### config.mk
export PLATFORM = sky130hd
export DESIGN_NAME = rename_core
export DESIGN_NICKNAME = d
export VERILOG_FILES = /design/src/source/rename_pkg.sv /design/src/source/rename_core.sv /design/src/source/reorder_buffer.sv /design/src/source/free_list.sv /design/src/source/arch_map.sv /design/src/source/map_table.sv
export SDC_FILE = /design/constraint.sdc
export NUM_CORES = 2
export LEC_CHECK = 0
export BUFFER_PORTS_ARGS = -buffer_cell sky130_fd_sc_hd__buf_2
export CORE_ASPECT_RATIO = 0.8
export CORE_MARGIN = 4
export CORE_UTILIZATION = 35
export DETAILED_ROUTE_END_ITERATION = 12
export SYNTH_ARGS = -nofsm -noshare
export SYNTH_HDL_FRONTEND = slang
export SYNTH_SLANG_ARGS = --single-unit
### constraint.sdc
create_clock -name clock -period 5.3 [get_ports clock]
set_clock_uncertainty 0.05 [all_clocks]
set_input_delay 0 -clock clock [delete_from_list [all_inputs] [get_ports clock]]
set_output_delay 0 -clock clock [all_outputs]
set_load 0.005 [all_outputs]
### src/source/rename_pkg.sv
////////////////////
// shared widths and index types for the rename core
// rob entry state enum, dispatch, rename, completion and retire structs
////////////////////
package rename_pkg;

    ////////////////////
    // widths
    ////////////////////
    localparam int NUM_ARCH   = 32;
    localparam int ARCH_IDX_W = 5;
    localparam int PHYS_IDX_W = 7;   // num_phys up to 128
    localparam int ROB_IDX_W  = 5;   // rob_depth power of two, up to 32

    typedef logic [ARCH_IDX_W-1:0] arch_reg_t;
    typedef logic [PHYS_IDX_W-1:0] phys_reg_t;
    typedef logic [ROB_IDX_W-1:0]  rob_idx_t;

    // lifetime of one rob slot
    typedef enum logic [1:0] {
        rob_empty = 2'd0,
        rob_busy  = 2'd1,   // dispatched, waiting on completion
        rob_done  = 2'd2    // completed, waiting for retire
    } rob_state_e;

    ////////////////////
    // packets
    ////////////////////
    typedef struct packed {
        logic      valid;
        logic      has_dest;
        arch_reg_t dest_ar;
        arch_reg_t src1_ar;
        arch_reg_t src2_ar;
    } dispatch_req_t;          // 17 bits

    typedef struct packed {
        phys_reg_t src1_pr;
        logic      src1_ready;
        phys_reg_t src2_pr;
        logic      src2_ready;
        phys_reg_t dest_pr;    // zero when no destination
        rob_idx_t  rob_idx;
    } rename_rsp_t;            // 28 bits

    typedef struct packed {
        logic     valid;
        rob_idx_t rob_idx;
        logic     mispredict;
    } complete_t;              // 7 bits

    typedef struct packed {
        logic      valid;
        logic      has_dest;
        arch_reg_t dest_ar;
        phys_reg_t new_pr;
        phys_reg_t old_pr;     // freed at retire
        logic      mispredict;
    } retire_t;                // 22 bits

endpackage
### src/source/rename_core.sv
////////////////////
// rename core top level
// map table, arch map, free list and rob wired together
////////////////////
`timescale 1ns/1ps

module rename_core #(
    parameter int num_phys  = 64,  // at most 128
    parameter int rob_depth = 16   // power of two, at most 32
) (
    input  logic                     clock,
    input  logic                     rst,
    input  rename_pkg::dispatch_req_t req,
    output logic                     dispatch_ready,
    output rename_pkg::rename_rsp_t  rsp,
    input  rename_pkg::complete_t    complete,
    output rename_pkg::retire_t      retire
);
    import rename_pkg::*;

    logic                     alloc;            // pop a free register
    logic                     free_empty;
    phys_reg_t                free_pr;
    phys_reg_t                old_pr;           // current mapping of dest_ar
    phys_reg_t                src1_pr;
    phys_reg_t                src2_pr;
    logic                     src1_ready;
    logic                     src2_ready;
    rob_idx_t                 rob_idx;
    logic                     ready_set_valid;
    phys_reg_t                ready_set;
    logic                     recover;          // mispredict retiring
    phys_reg_t [NUM_ARCH-1:0] arch_table;       // committed map incl this retire

    // rename response, same cycle as the request
    assign rsp = '{
        src1_pr:    src1_pr,
        src1_ready: src1_ready,
        src2_pr:    src2_pr,
        src2_ready: src2_ready,
        dest_pr:    req.has_dest ? free_pr : '0,
        rob_idx:    rob_idx
    };

    ////////////////////
    // instances
    ////////////////////
    map_table u_map_table (
        .clock          (clock),
        .rst            (rst),
        .alloc          (alloc),
        .req            (req),
        .new_pr         (free_pr),
        .src1_pr        (src1_pr),
        .src2_pr        (src2_pr),
        .old_pr         (old_pr),
        .src1_ready     (src1_ready),
        .src2_ready     (src2_ready),
        .ready_set_valid(ready_set_valid),
        .ready_set      (ready_set),
        .recover        (recover),
        .arch_table     (arch_table)
    );

    arch_map u_arch_map (
        .clock     (clock),
        .rst       (rst),
        .retire    (retire),
        .arch_table(arch_table)
    );

    free_list #(.num_phys(num_phys)) u_free_list (
        .clock  (clock),
        .rst    (rst),
        .alloc  (alloc),
        .free_pr(free_pr),
        .empty  (free_empty),
        .push   (retire.valid & retire.has_dest),  // old mapping goes back
        .push_pr(retire.old_pr),
        .recover(recover)
    );

    reorder_buffer #(.rob_depth(rob_depth)) u_reorder_buffer (
        .clock          (clock),
        .rst            (rst),
        .req            (req),
        .free_empty     (free_empty),
        .free_pr        (free_pr),
        .old_pr         (old_pr),
        .dispatch_ready (dispatch_ready),
        .alloc          (alloc),
        .rob_idx        (rob_idx),
        .complete       (complete),
        .ready_set_valid(ready_set_valid),
        .ready_set      (ready_set),
        .retire         (retire),
        .recover        (recover)
    );

endmodule

### src/source/reorder_buffer.sv
////////////////////
// in-order reorder buffer
// dispatch accept, completion marking, head retire and mispredict flush
////////////////////
`timescale 1ns/1ps

module reorder_buffer #(
    parameter int rob_depth = 16   // power of two
) (
    input  logic                      clock,
    input  logic                      rst,
    input  rename_pkg::dispatch_req_t req,
    input  logic                      free_empty,
    input  rename_pkg::phys_reg_t     free_pr,
    input  rename_pkg::phys_reg_t     old_pr,
    output logic                      dispatch_ready,
    output logic                      alloc,
    output rename_pkg::rob_idx_t      rob_idx,
    input  rename_pkg::complete_t     complete,
    output logic                      ready_set_valid,
    output rename_pkg::phys_reg_t     ready_set,
    output rename_pkg::retire_t       retire,
    output logic                      recover
);
    import rename_pkg::*;

    localparam int ptr_w = $clog2(rob_depth);

    // payload of one slot
    typedef struct packed {
        logic      has_dest;
        arch_reg_t dest_ar;
        phys_reg_t new_pr;
        phys_reg_t old_pr;
        logic      mispredict;
    } rob_entry_t;

    rob_state_e        state [rob_depth];
    rob_entry_t        entry [rob_depth];
    rob_entry_t        head_entry;
    logic [ptr_w-1:0]  head;
    logic [ptr_w-1:0]  tail;
    logic [ptr_w-1:0]  cpl_ptr;
    logic [ptr_w:0]    count;
    logic              full;
    logic              accept;

    ////////////////////
    // dispatch side
    ////////////////////
    assign full           = (count == (ptr_w + 1)'(rob_depth));
    assign dispatch_ready = !full && !(req.has_dest && free_empty) && !recover;
    assign accept         = req.valid & dispatch_ready;
    assign alloc          = accept & req.has_dest;   // free list pop
    assign rob_idx        = rob_idx_t'(tail);

    // completion forwards the produced register to the map table
    assign cpl_ptr         = complete.rob_idx[ptr_w-1:0];
    assign ready_set_valid = complete.valid & entry[cpl_ptr].has_dest;
    assign ready_set       = entry[cpl_ptr].new_pr;

    ////////////////////
    // retire side
    ////////////////////
    assign head_entry = entry[head];
    assign retire = '{
        valid:      state[head] == rob_done,
        has_dest:   head_entry.has_dest,
        dest_ar:    head_entry.dest_ar,
        new_pr:     head_entry.new_pr,
        old_pr:     head_entry.old_pr,
        mispredict: head_entry.mispredict
    };
    assign recover = retire.valid & head_entry.mispredict;  // flush at this edge

    always_ff @(posedge clock) begin
        if (rst || recover) begin
            head  <= '0;
            tail  <= '0;
            count <= '0;
            for (int i = 0; i < rob_depth; i++) begin
                state[i] <= rob_empty;
            end
        end else begin
            if (accept) begin
                state[tail] <= rob_busy;
                tail        <= tail + 1'b1;
            end
            if (complete.valid) begin
                state[cpl_ptr] <= rob_done;
            end
            if (retire.valid) begin
                state[head] <= rob_empty;
                head        <= head + 1'b1;
            end
            count <= count + (ptr_w + 1)'(accept) - (ptr_w + 1)'(retire.valid);
        end
    end

    // payload, only meaningful while the slot is not empty
    always_ff @(posedge clock) begin
        if (accept) begin
            entry[tail] <= '{
                has_dest:   req.has_dest,
                dest_ar:    req.dest_ar,
                new_pr:     req.has_dest ? free_pr : '0,
                old_pr:     old_pr,
                mispredict: 1'b0
            };
        end
        if (complete.valid) begin
            entry[cpl_ptr].mispredict <= complete.mispredict;
        end
    end

    a_complete_busy : assert property (
        @(posedge clock) disable iff (rst) complete.valid |-> state[cpl_ptr] == rob_busy
    );

endmodule

### src/source/free_list.sv
////////////////////
// circular free list of physical registers
// pop at head on dispatch, push at tail on retire, head rollback on recovery
////////////////////
`timescale 1ns/1ps

module free_list #(
    parameter int num_phys = 64
) (
    input  logic                  clock,
    input  logic                  rst,
    input  logic                  alloc,
    output rename_pkg::phys_reg_t free_pr,
    output logic                  empty,
    input  logic                  push,
    input  rename_pkg::phys_reg_t push_pr,
    input  logic                  recover
);
    import rename_pkg::*;

    localparam int fl_depth = num_phys - NUM_ARCH;  // regs not held by the arch map
    localparam int fl_idx_w = $clog2(fl_depth);
    localparam logic [fl_idx_w:0] fl_full = (fl_idx_w + 1)'(fl_depth);

    phys_reg_t            entries [fl_depth];
    logic [fl_idx_w-1:0]  head;
    logic [fl_idx_w-1:0]  tail;
    logic [fl_idx_w-1:0]  tail_next;
    logic [fl_idx_w:0]    count;

    // wraps at fl_depth, not always a power of two
    function automatic logic [fl_idx_w-1:0] next_ptr(input logic [fl_idx_w-1:0] p);
        if (p == fl_idx_w'(fl_depth - 1)) begin
            return '0;
        end
        return p + 1'b1;
    endfunction

    assign free_pr   = entries[head];
    assign empty     = (count == '0);
    assign tail_next = push ? next_ptr(tail) : tail;

    ////////////////////
    // pointers
    ////////////////////
    always_ff @(posedge clock) begin
        if (rst) begin
            head  <= '0;
            tail  <= '0;
            count <= fl_full;
        end else if (recover) begin
            // popped slots since the tail are the flushed in-flight regs
            head  <= tail_next;
            tail  <= tail_next;
            count <= fl_full;
        end else begin
            if (alloc) begin
                head <= next_ptr(head);   // entry stays, rollback reuses it
            end
            tail <= tail_next;
            case ({alloc, push})
                2'b10:   count <= count - 1'b1;
                2'b01:   count <= count + 1'b1;
                default: count <= count;  // both or neither
            endcase
        end
    end

    // contents start as 32 .. num_phys-1
    always_ff @(posedge clock) begin
        if (rst) begin
            for (int i = 0; i < fl_depth; i++) begin
                entries[i] <= phys_reg_t'(NUM_ARCH + i);
            end
        end else if (push) begin
            entries[tail] <= push_pr;
        end
    end

    a_no_alloc_empty : assert property (@(posedge clock) disable iff (rst) alloc |-> !empty);
    a_no_push_full   : assert property (@(posedge clock) disable iff (rst) push |-> count != fl_full);

endmodule

### src/source/arch_map.sv
////////////////////
// committed rename map, written at retire
////////////////////
`timescale 1ns/1ps

module arch_map (
    input  logic                                           clock,
    input  logic                                           rst,
    input  rename_pkg::retire_t                            retire,
    output rename_pkg::phys_reg_t [rename_pkg::NUM_ARCH-1:0] arch_table
);
    import rename_pkg::*;

    phys_reg_t [NUM_ARCH-1:0] committed;

    // next committed map, seen by the map table on a recovery edge
    always_comb begin
        arch_table = committed;
        if (retire.valid && retire.has_dest) begin
            arch_table[retire.dest_ar] = retire.new_pr;
        end
    end

    always_ff @(posedge clock) begin
        if (rst) begin
            for (int i = 0; i < NUM_ARCH; i++) begin
                committed[i] <= phys_reg_t'(i);  // ar i -> pr i
            end
        end else begin
            committed <= arch_table;
        end
    end

endmodule

### src/source/map_table.sv
////////////////////
// speculative rename map with per physical register ready bits
// source lookup, dest allocation, recovery load from arch map
////////////////////
`timescale 1ns/1ps

module map_table (
    input  logic                                           clock,
    input  logic                                           rst,
    input  logic                                           alloc,
    input  rename_pkg::dispatch_req_t                      req,
    input  rename_pkg::phys_reg_t                          new_pr,
    output rename_pkg::phys_reg_t                          src1_pr,
    output rename_pkg::phys_reg_t                          src2_pr,
    output rename_pkg::phys_reg_t                          old_pr,
    output logic                                           src1_ready,
    output logic                                           src2_ready,
    input  logic                                           ready_set_valid,
    input  rename_pkg::phys_reg_t                          ready_set,
    input  logic                                           recover,
    input  rename_pkg::phys_reg_t [rename_pkg::NUM_ARCH-1:0] arch_table
);
    import rename_pkg::*;

    localparam int phys_slots = 1 << PHYS_IDX_W;  // covers any num_phys

    phys_reg_t [NUM_ARCH-1:0] spec_map;
    logic [phys_slots-1:0]    ready;

    ////////////////////
    // lookup
    ////////////////////
    // state before the edge, no bypass of same cycle completion
    assign src1_pr    = spec_map[req.src1_ar];
    assign src2_pr    = spec_map[req.src2_ar];
    assign old_pr     = spec_map[req.dest_ar];  // stored in rob, freed at retire
    assign src1_ready = ready[src1_pr];
    assign src2_ready = ready[src2_pr];

    ////////////////////
    // update
    ////////////////////
    always_ff @(posedge clock) begin
        if (rst) begin
            for (int i = 0; i < NUM_ARCH; i++) begin
                spec_map[i] <= phys_reg_t'(i);  // identity map
            end
            ready <= '1;
        end else if (recover) begin
            // committed state, everything in it has been written back
            spec_map <= arch_table;
            ready    <= '1;
        end else begin
            if (ready_set_valid) begin
                ready[ready_set] <= 1'b1;       // completion wakeup
            end
            if (alloc) begin
                spec_map[req.dest_ar] <= new_pr;
                ready[new_pr]         <= 1'b0;  // not produced yet
            end
        end
    end

    // rob refuses dispatch while a mispredict retires
    a_no_alloc_on_recover : assert property (
        @(posedge clock) disable iff (rst) !(alloc && recover)
    );

endmodule

==> results.md <==
- Startpoint class of the critical path: register
- Final hold violations: 0
- Hold EP: u_reorder_buffer.state[14][1]
- Mapped Nets: 4830
- Seq/Total Area, Yosys: 0.5196
- Die X: 460.2 µm
- Max-slew headroom: 0.1669
- Hold Path Origin: complete[3]
- Critical path depth in cells: 14
- Dpl ws: 0.2619 ns
- Crit-path leading delay family: multiplexers
- Least-Margin Pin Slew: 1.250 ns
- Status: completed
- Syn Area/Cell: 11.99 µm²
- Area Overhead vs Synth: 12.34%
- Initial antenna violation count: 10
- Unrepaired setup endpoints after global routing: false
- Final nets: 4836
- WHS Path Cells: 4
- Drt pass-1 iters: 6
- Power Density: 336.5 mW/mm²
- Row count: 132
- Yosys Warn Count: 0
- DP HPWL: 122000 µm
- Starting Density: 0.3530
- Vias in the first global route: 39.70k
- Gr usage total: 0.2170
- Worst-path fanout max: 12
- Critical path cell sequence: mux4_2, mux4_2, mux2i_2, buf_4, inv_1, nor2_1, buf_4, a22oi_1, nand3_1, nand4b_1, o22ai_1, a2111oi_2, buf_4, buf_2
- Final setup vio count: 0
- Largest net degree at the start of global routing: 147
- Clock buffer depth: 3
- Clk pin slew, worst setup/hold paths: 0.06 ns
- Post-Syn Area: 0.05725 mm²
- CTS root buf: clkbuf_16
- Total CTS buffers: 117
- Post-synth EDFFs: 560
- Worst skew pair latency: 0.77 ns
- CTS tree: yes
- Critical path's largest stage delay: 0.60 ns
- Mapped Cells: 4776
- Critical path's slowest cell: nor2_1
- Kind of critical path: reg2out
- Async SR Flop Fraction: 0
- Min-delay worst type: in2reg
- Wire per inst: 26.92 µm
- Setup_tns: 0 ns
- Core box area: 0.1622 mm²
- RR Endpoint: u_map_table.spec_map[74]
- Final period util: 0.9370
- GP Congestion: 0.9584
- WP data required: 5.25 ns
- Total via count in the routed design: 41.40k
- # port buffers: 74
- Congestion Overflow GR: 0
- Most used cell, CP: buf_4
- Final Max Tran Viols: 0
- Buffers & Inverters on Critical Path: 5
- Max Cap Violations: 0
- Antenna-violating nets left: 0
- Num Clock Sinks: 1206
- Die area: 0.1702 mm²
- Synthesis-stage register bit count: 1206
- Crit path DAT: 4.92 ns
- Fin crit period: 4.966 ns
- FMAX: 0.2014 GHz
- Crit. End Element: output port
- Die H: 369.8 µm
- Starting DRT DRC Count: 5802
- P_leak: 21.66 nW
- I/O pin count: 77
- R2r setup slk: 0.75 ns
- Primary FF master, synth: dfxtp_1
- First-pass GRT wire length: 275300 µm
- Yosys cell types: 84
- Drc violations: 0
- H-tree levels: 3
- Maximum VDD drop: 0.0002985 V
- Layout cell share with drive strength beyond 1: 0.1829
- Setup ws final: 0.3340 ns
- Routed wire length: 189300 µm
- Reg2reg path depth: 10
- Vias per inst: 5.888
[routing by layer]
layer / GRT usage / up-vias / wire length (µm)
met4: 0.06695 / 4 / 6034
li1: - / 17930 / -
met1: 0.3147 / 20993 / 81390
met5: 0 / - / 21
met2: 0.3199 / 2141 / 82080
met3: 0.05282 / 332 / 19740
[worst reg2reg max path, delay by kind of cell (launching register included)]
family                 cells  cell delay, ns
DFF                        1            0.61
AOI/OAI and AO/OA          2            0.65
muxes                      2            0.98
buffers and inverters      1            0.38
and+or+nand+nor            5            1.80
[synth_stat cells (10+ instances only)]
library cell,number,area [µm²]
nor2_1,668,2507
dfxtp_1,646,12930
edfxtp_1,560,16820
mux2i_1,421,4214
nand2_1,410,1539
mux4_2,382,8603
clkbuf_1,224,840.8
a21oi_1,219,1096
o21ai_0,152,760.7
nand2b_1,127,794.5
a221o_1,95,950.9
a211o_1,78,683.2
buf_2,68,340.3
o22ai_1,65,406.6
inv_1,61,229.0
a22oi_1,60,450.4
nand3_1,56,280.3
a2bb2oi_1,44,385.4
buf_1,40,150.1
and2_1,32,200.2
nor3_1,32,160.2
ha_1,26,325.3
mux2_2,24,270.3
nand4_1,19,118.9
nor2b_1,19,118.9
nor2_2,18,112.6
nor3b_1,14,105.1
or2_2,14,87.58
a21boi_0,12,90.09
a31oi_1,11,68.82
buf_4,11,82.58
o21ai_1,10,50.05
[report_power, final]
group	switching [W]	total, W	internal (W)
Sequential	0.000130	0.0101	0.00995
Clock	0.00379	0.00862	0.00483
Combinational	0.00207	0.00294	0.000867
Total	0.00599	0.0216	0.0156
[layout make-up]
class | instances | area, µm²
Sequential cell | 1206 | 29760
Timing Repair Buffer | 235 | 1747
Clock inverter | 53 | 500.5
Fill cell | 15287 | 97870
Tap cell | 2144 | 2683
Antenna cell | 4 | 10.01
Multi-Input combinational cell | 3153 | 25910
Inverter | 69 | 261.5
Clock buffer | 167 | 3445
[layout by cell type (no fill, tap or decap), drive strengths merged, types with 26 or more instances in the layout]
master	synthesis	final
mux2i	424	424
and2	34	34
nand2	411	411
buf	124	223
mux4	382	382
edfxtp	560	560
o22ai	65	65
nor3	32	32
a22oi	60	60
dfxtp	646	646
clkbuf	224	167
clkinv	6	43
o21ai	162	162
a2bb2oi	44	44
ha	26	26
nand3	60	60
inv	63	70
nor2	696	696
nand2b	127	127
a21oi	219	219
a211o	78	78
a221o	95	95
[sequential cells by signal (all words and copies together), names as in the netlist, 5 cells and up, named ones only]
signal and flops:
u_free_list.count 6, u_free_list.entries 224, u_map_table.ready 128, u_reorder_buffer.count 5
u_free_list.tail 5, u_arch_map.committed 224, u_reorder_buffer.entry 336, u_reorder_buffer.state 32
u_map_table.spec_map 224, u_free_list.head 5
[kinds of logic (layout without fill, tap and decap cells)]
| kind of cell | Yosys count | after routing | synth area share |
|---|---|---|---|
| compound gates | 812 | 812 | 0.09649 |
| flops | 1206 | 1206 | 0.5196 |
| simple gates | 1467 | 1467 | 0.1153 |
| fa+ha+maj | 28 | 28 | 0.006381 |
| other cells | 1 | 5 | 0.00006550 |
| mux | 830 | 830 | 0.2296 |
| xor+xnor | 15 | 15 | 0.002295 |
| buf+inv | 417 | 524 | 0.03025 |
[per-stage QoR]
| step | cell area, µm² | total power (W) | utilization | hold slack [ns] | instances |
|---|---|---|---|---|---|
| 2_1_floorplan | 57250 | 0.01188 | - | 0.04887 | 4776 |
| 3_3_place_gp | 60210 | 0.01313 | 0.3712 | 0.3864 | 6791 |
| 3_5_place_dp | 60210 | 0.01316 | 0.3712 | 0.3901 | 6791 |
| 4_1_cts | 64310 | 0.02172 | 0.3965 | 0.001049 | 7027 |
| 5_1_grt | 64320 | 0.02229 | 0.3966 | 0.09775 | 7031 |
| 6_report | 64320 | 0.02164 | 0.3966 | 0.05344 | 7031 |
[how the worst max path moves through the flow]
stage                                 to  slack [ns]                      start
floorplan           u_free_list.count[5]        1.42                   register
global placement                 rsp[12]        0.24                     req[0]
detailed placement               rsp[12]        0.26                     req[0]
CTS                              rsp[12]        0.35    u_map_table.spec_map[2]
global route                     rsp[12]        0.14    u_map_table.spec_map[2]
finish                           rsp[12]        0.33  u_map_table.spec_map[191]
[what timing repair did]
action / in CTS / in global routing
setup endpoints to repair: 1 / 0
gates resized for setup: 1 / 0
hold buffers: 12 / 0
setup buffers: 4 / 0
hold endpoints to repair: 234 / 0
(Power assumes the default switching activity.)
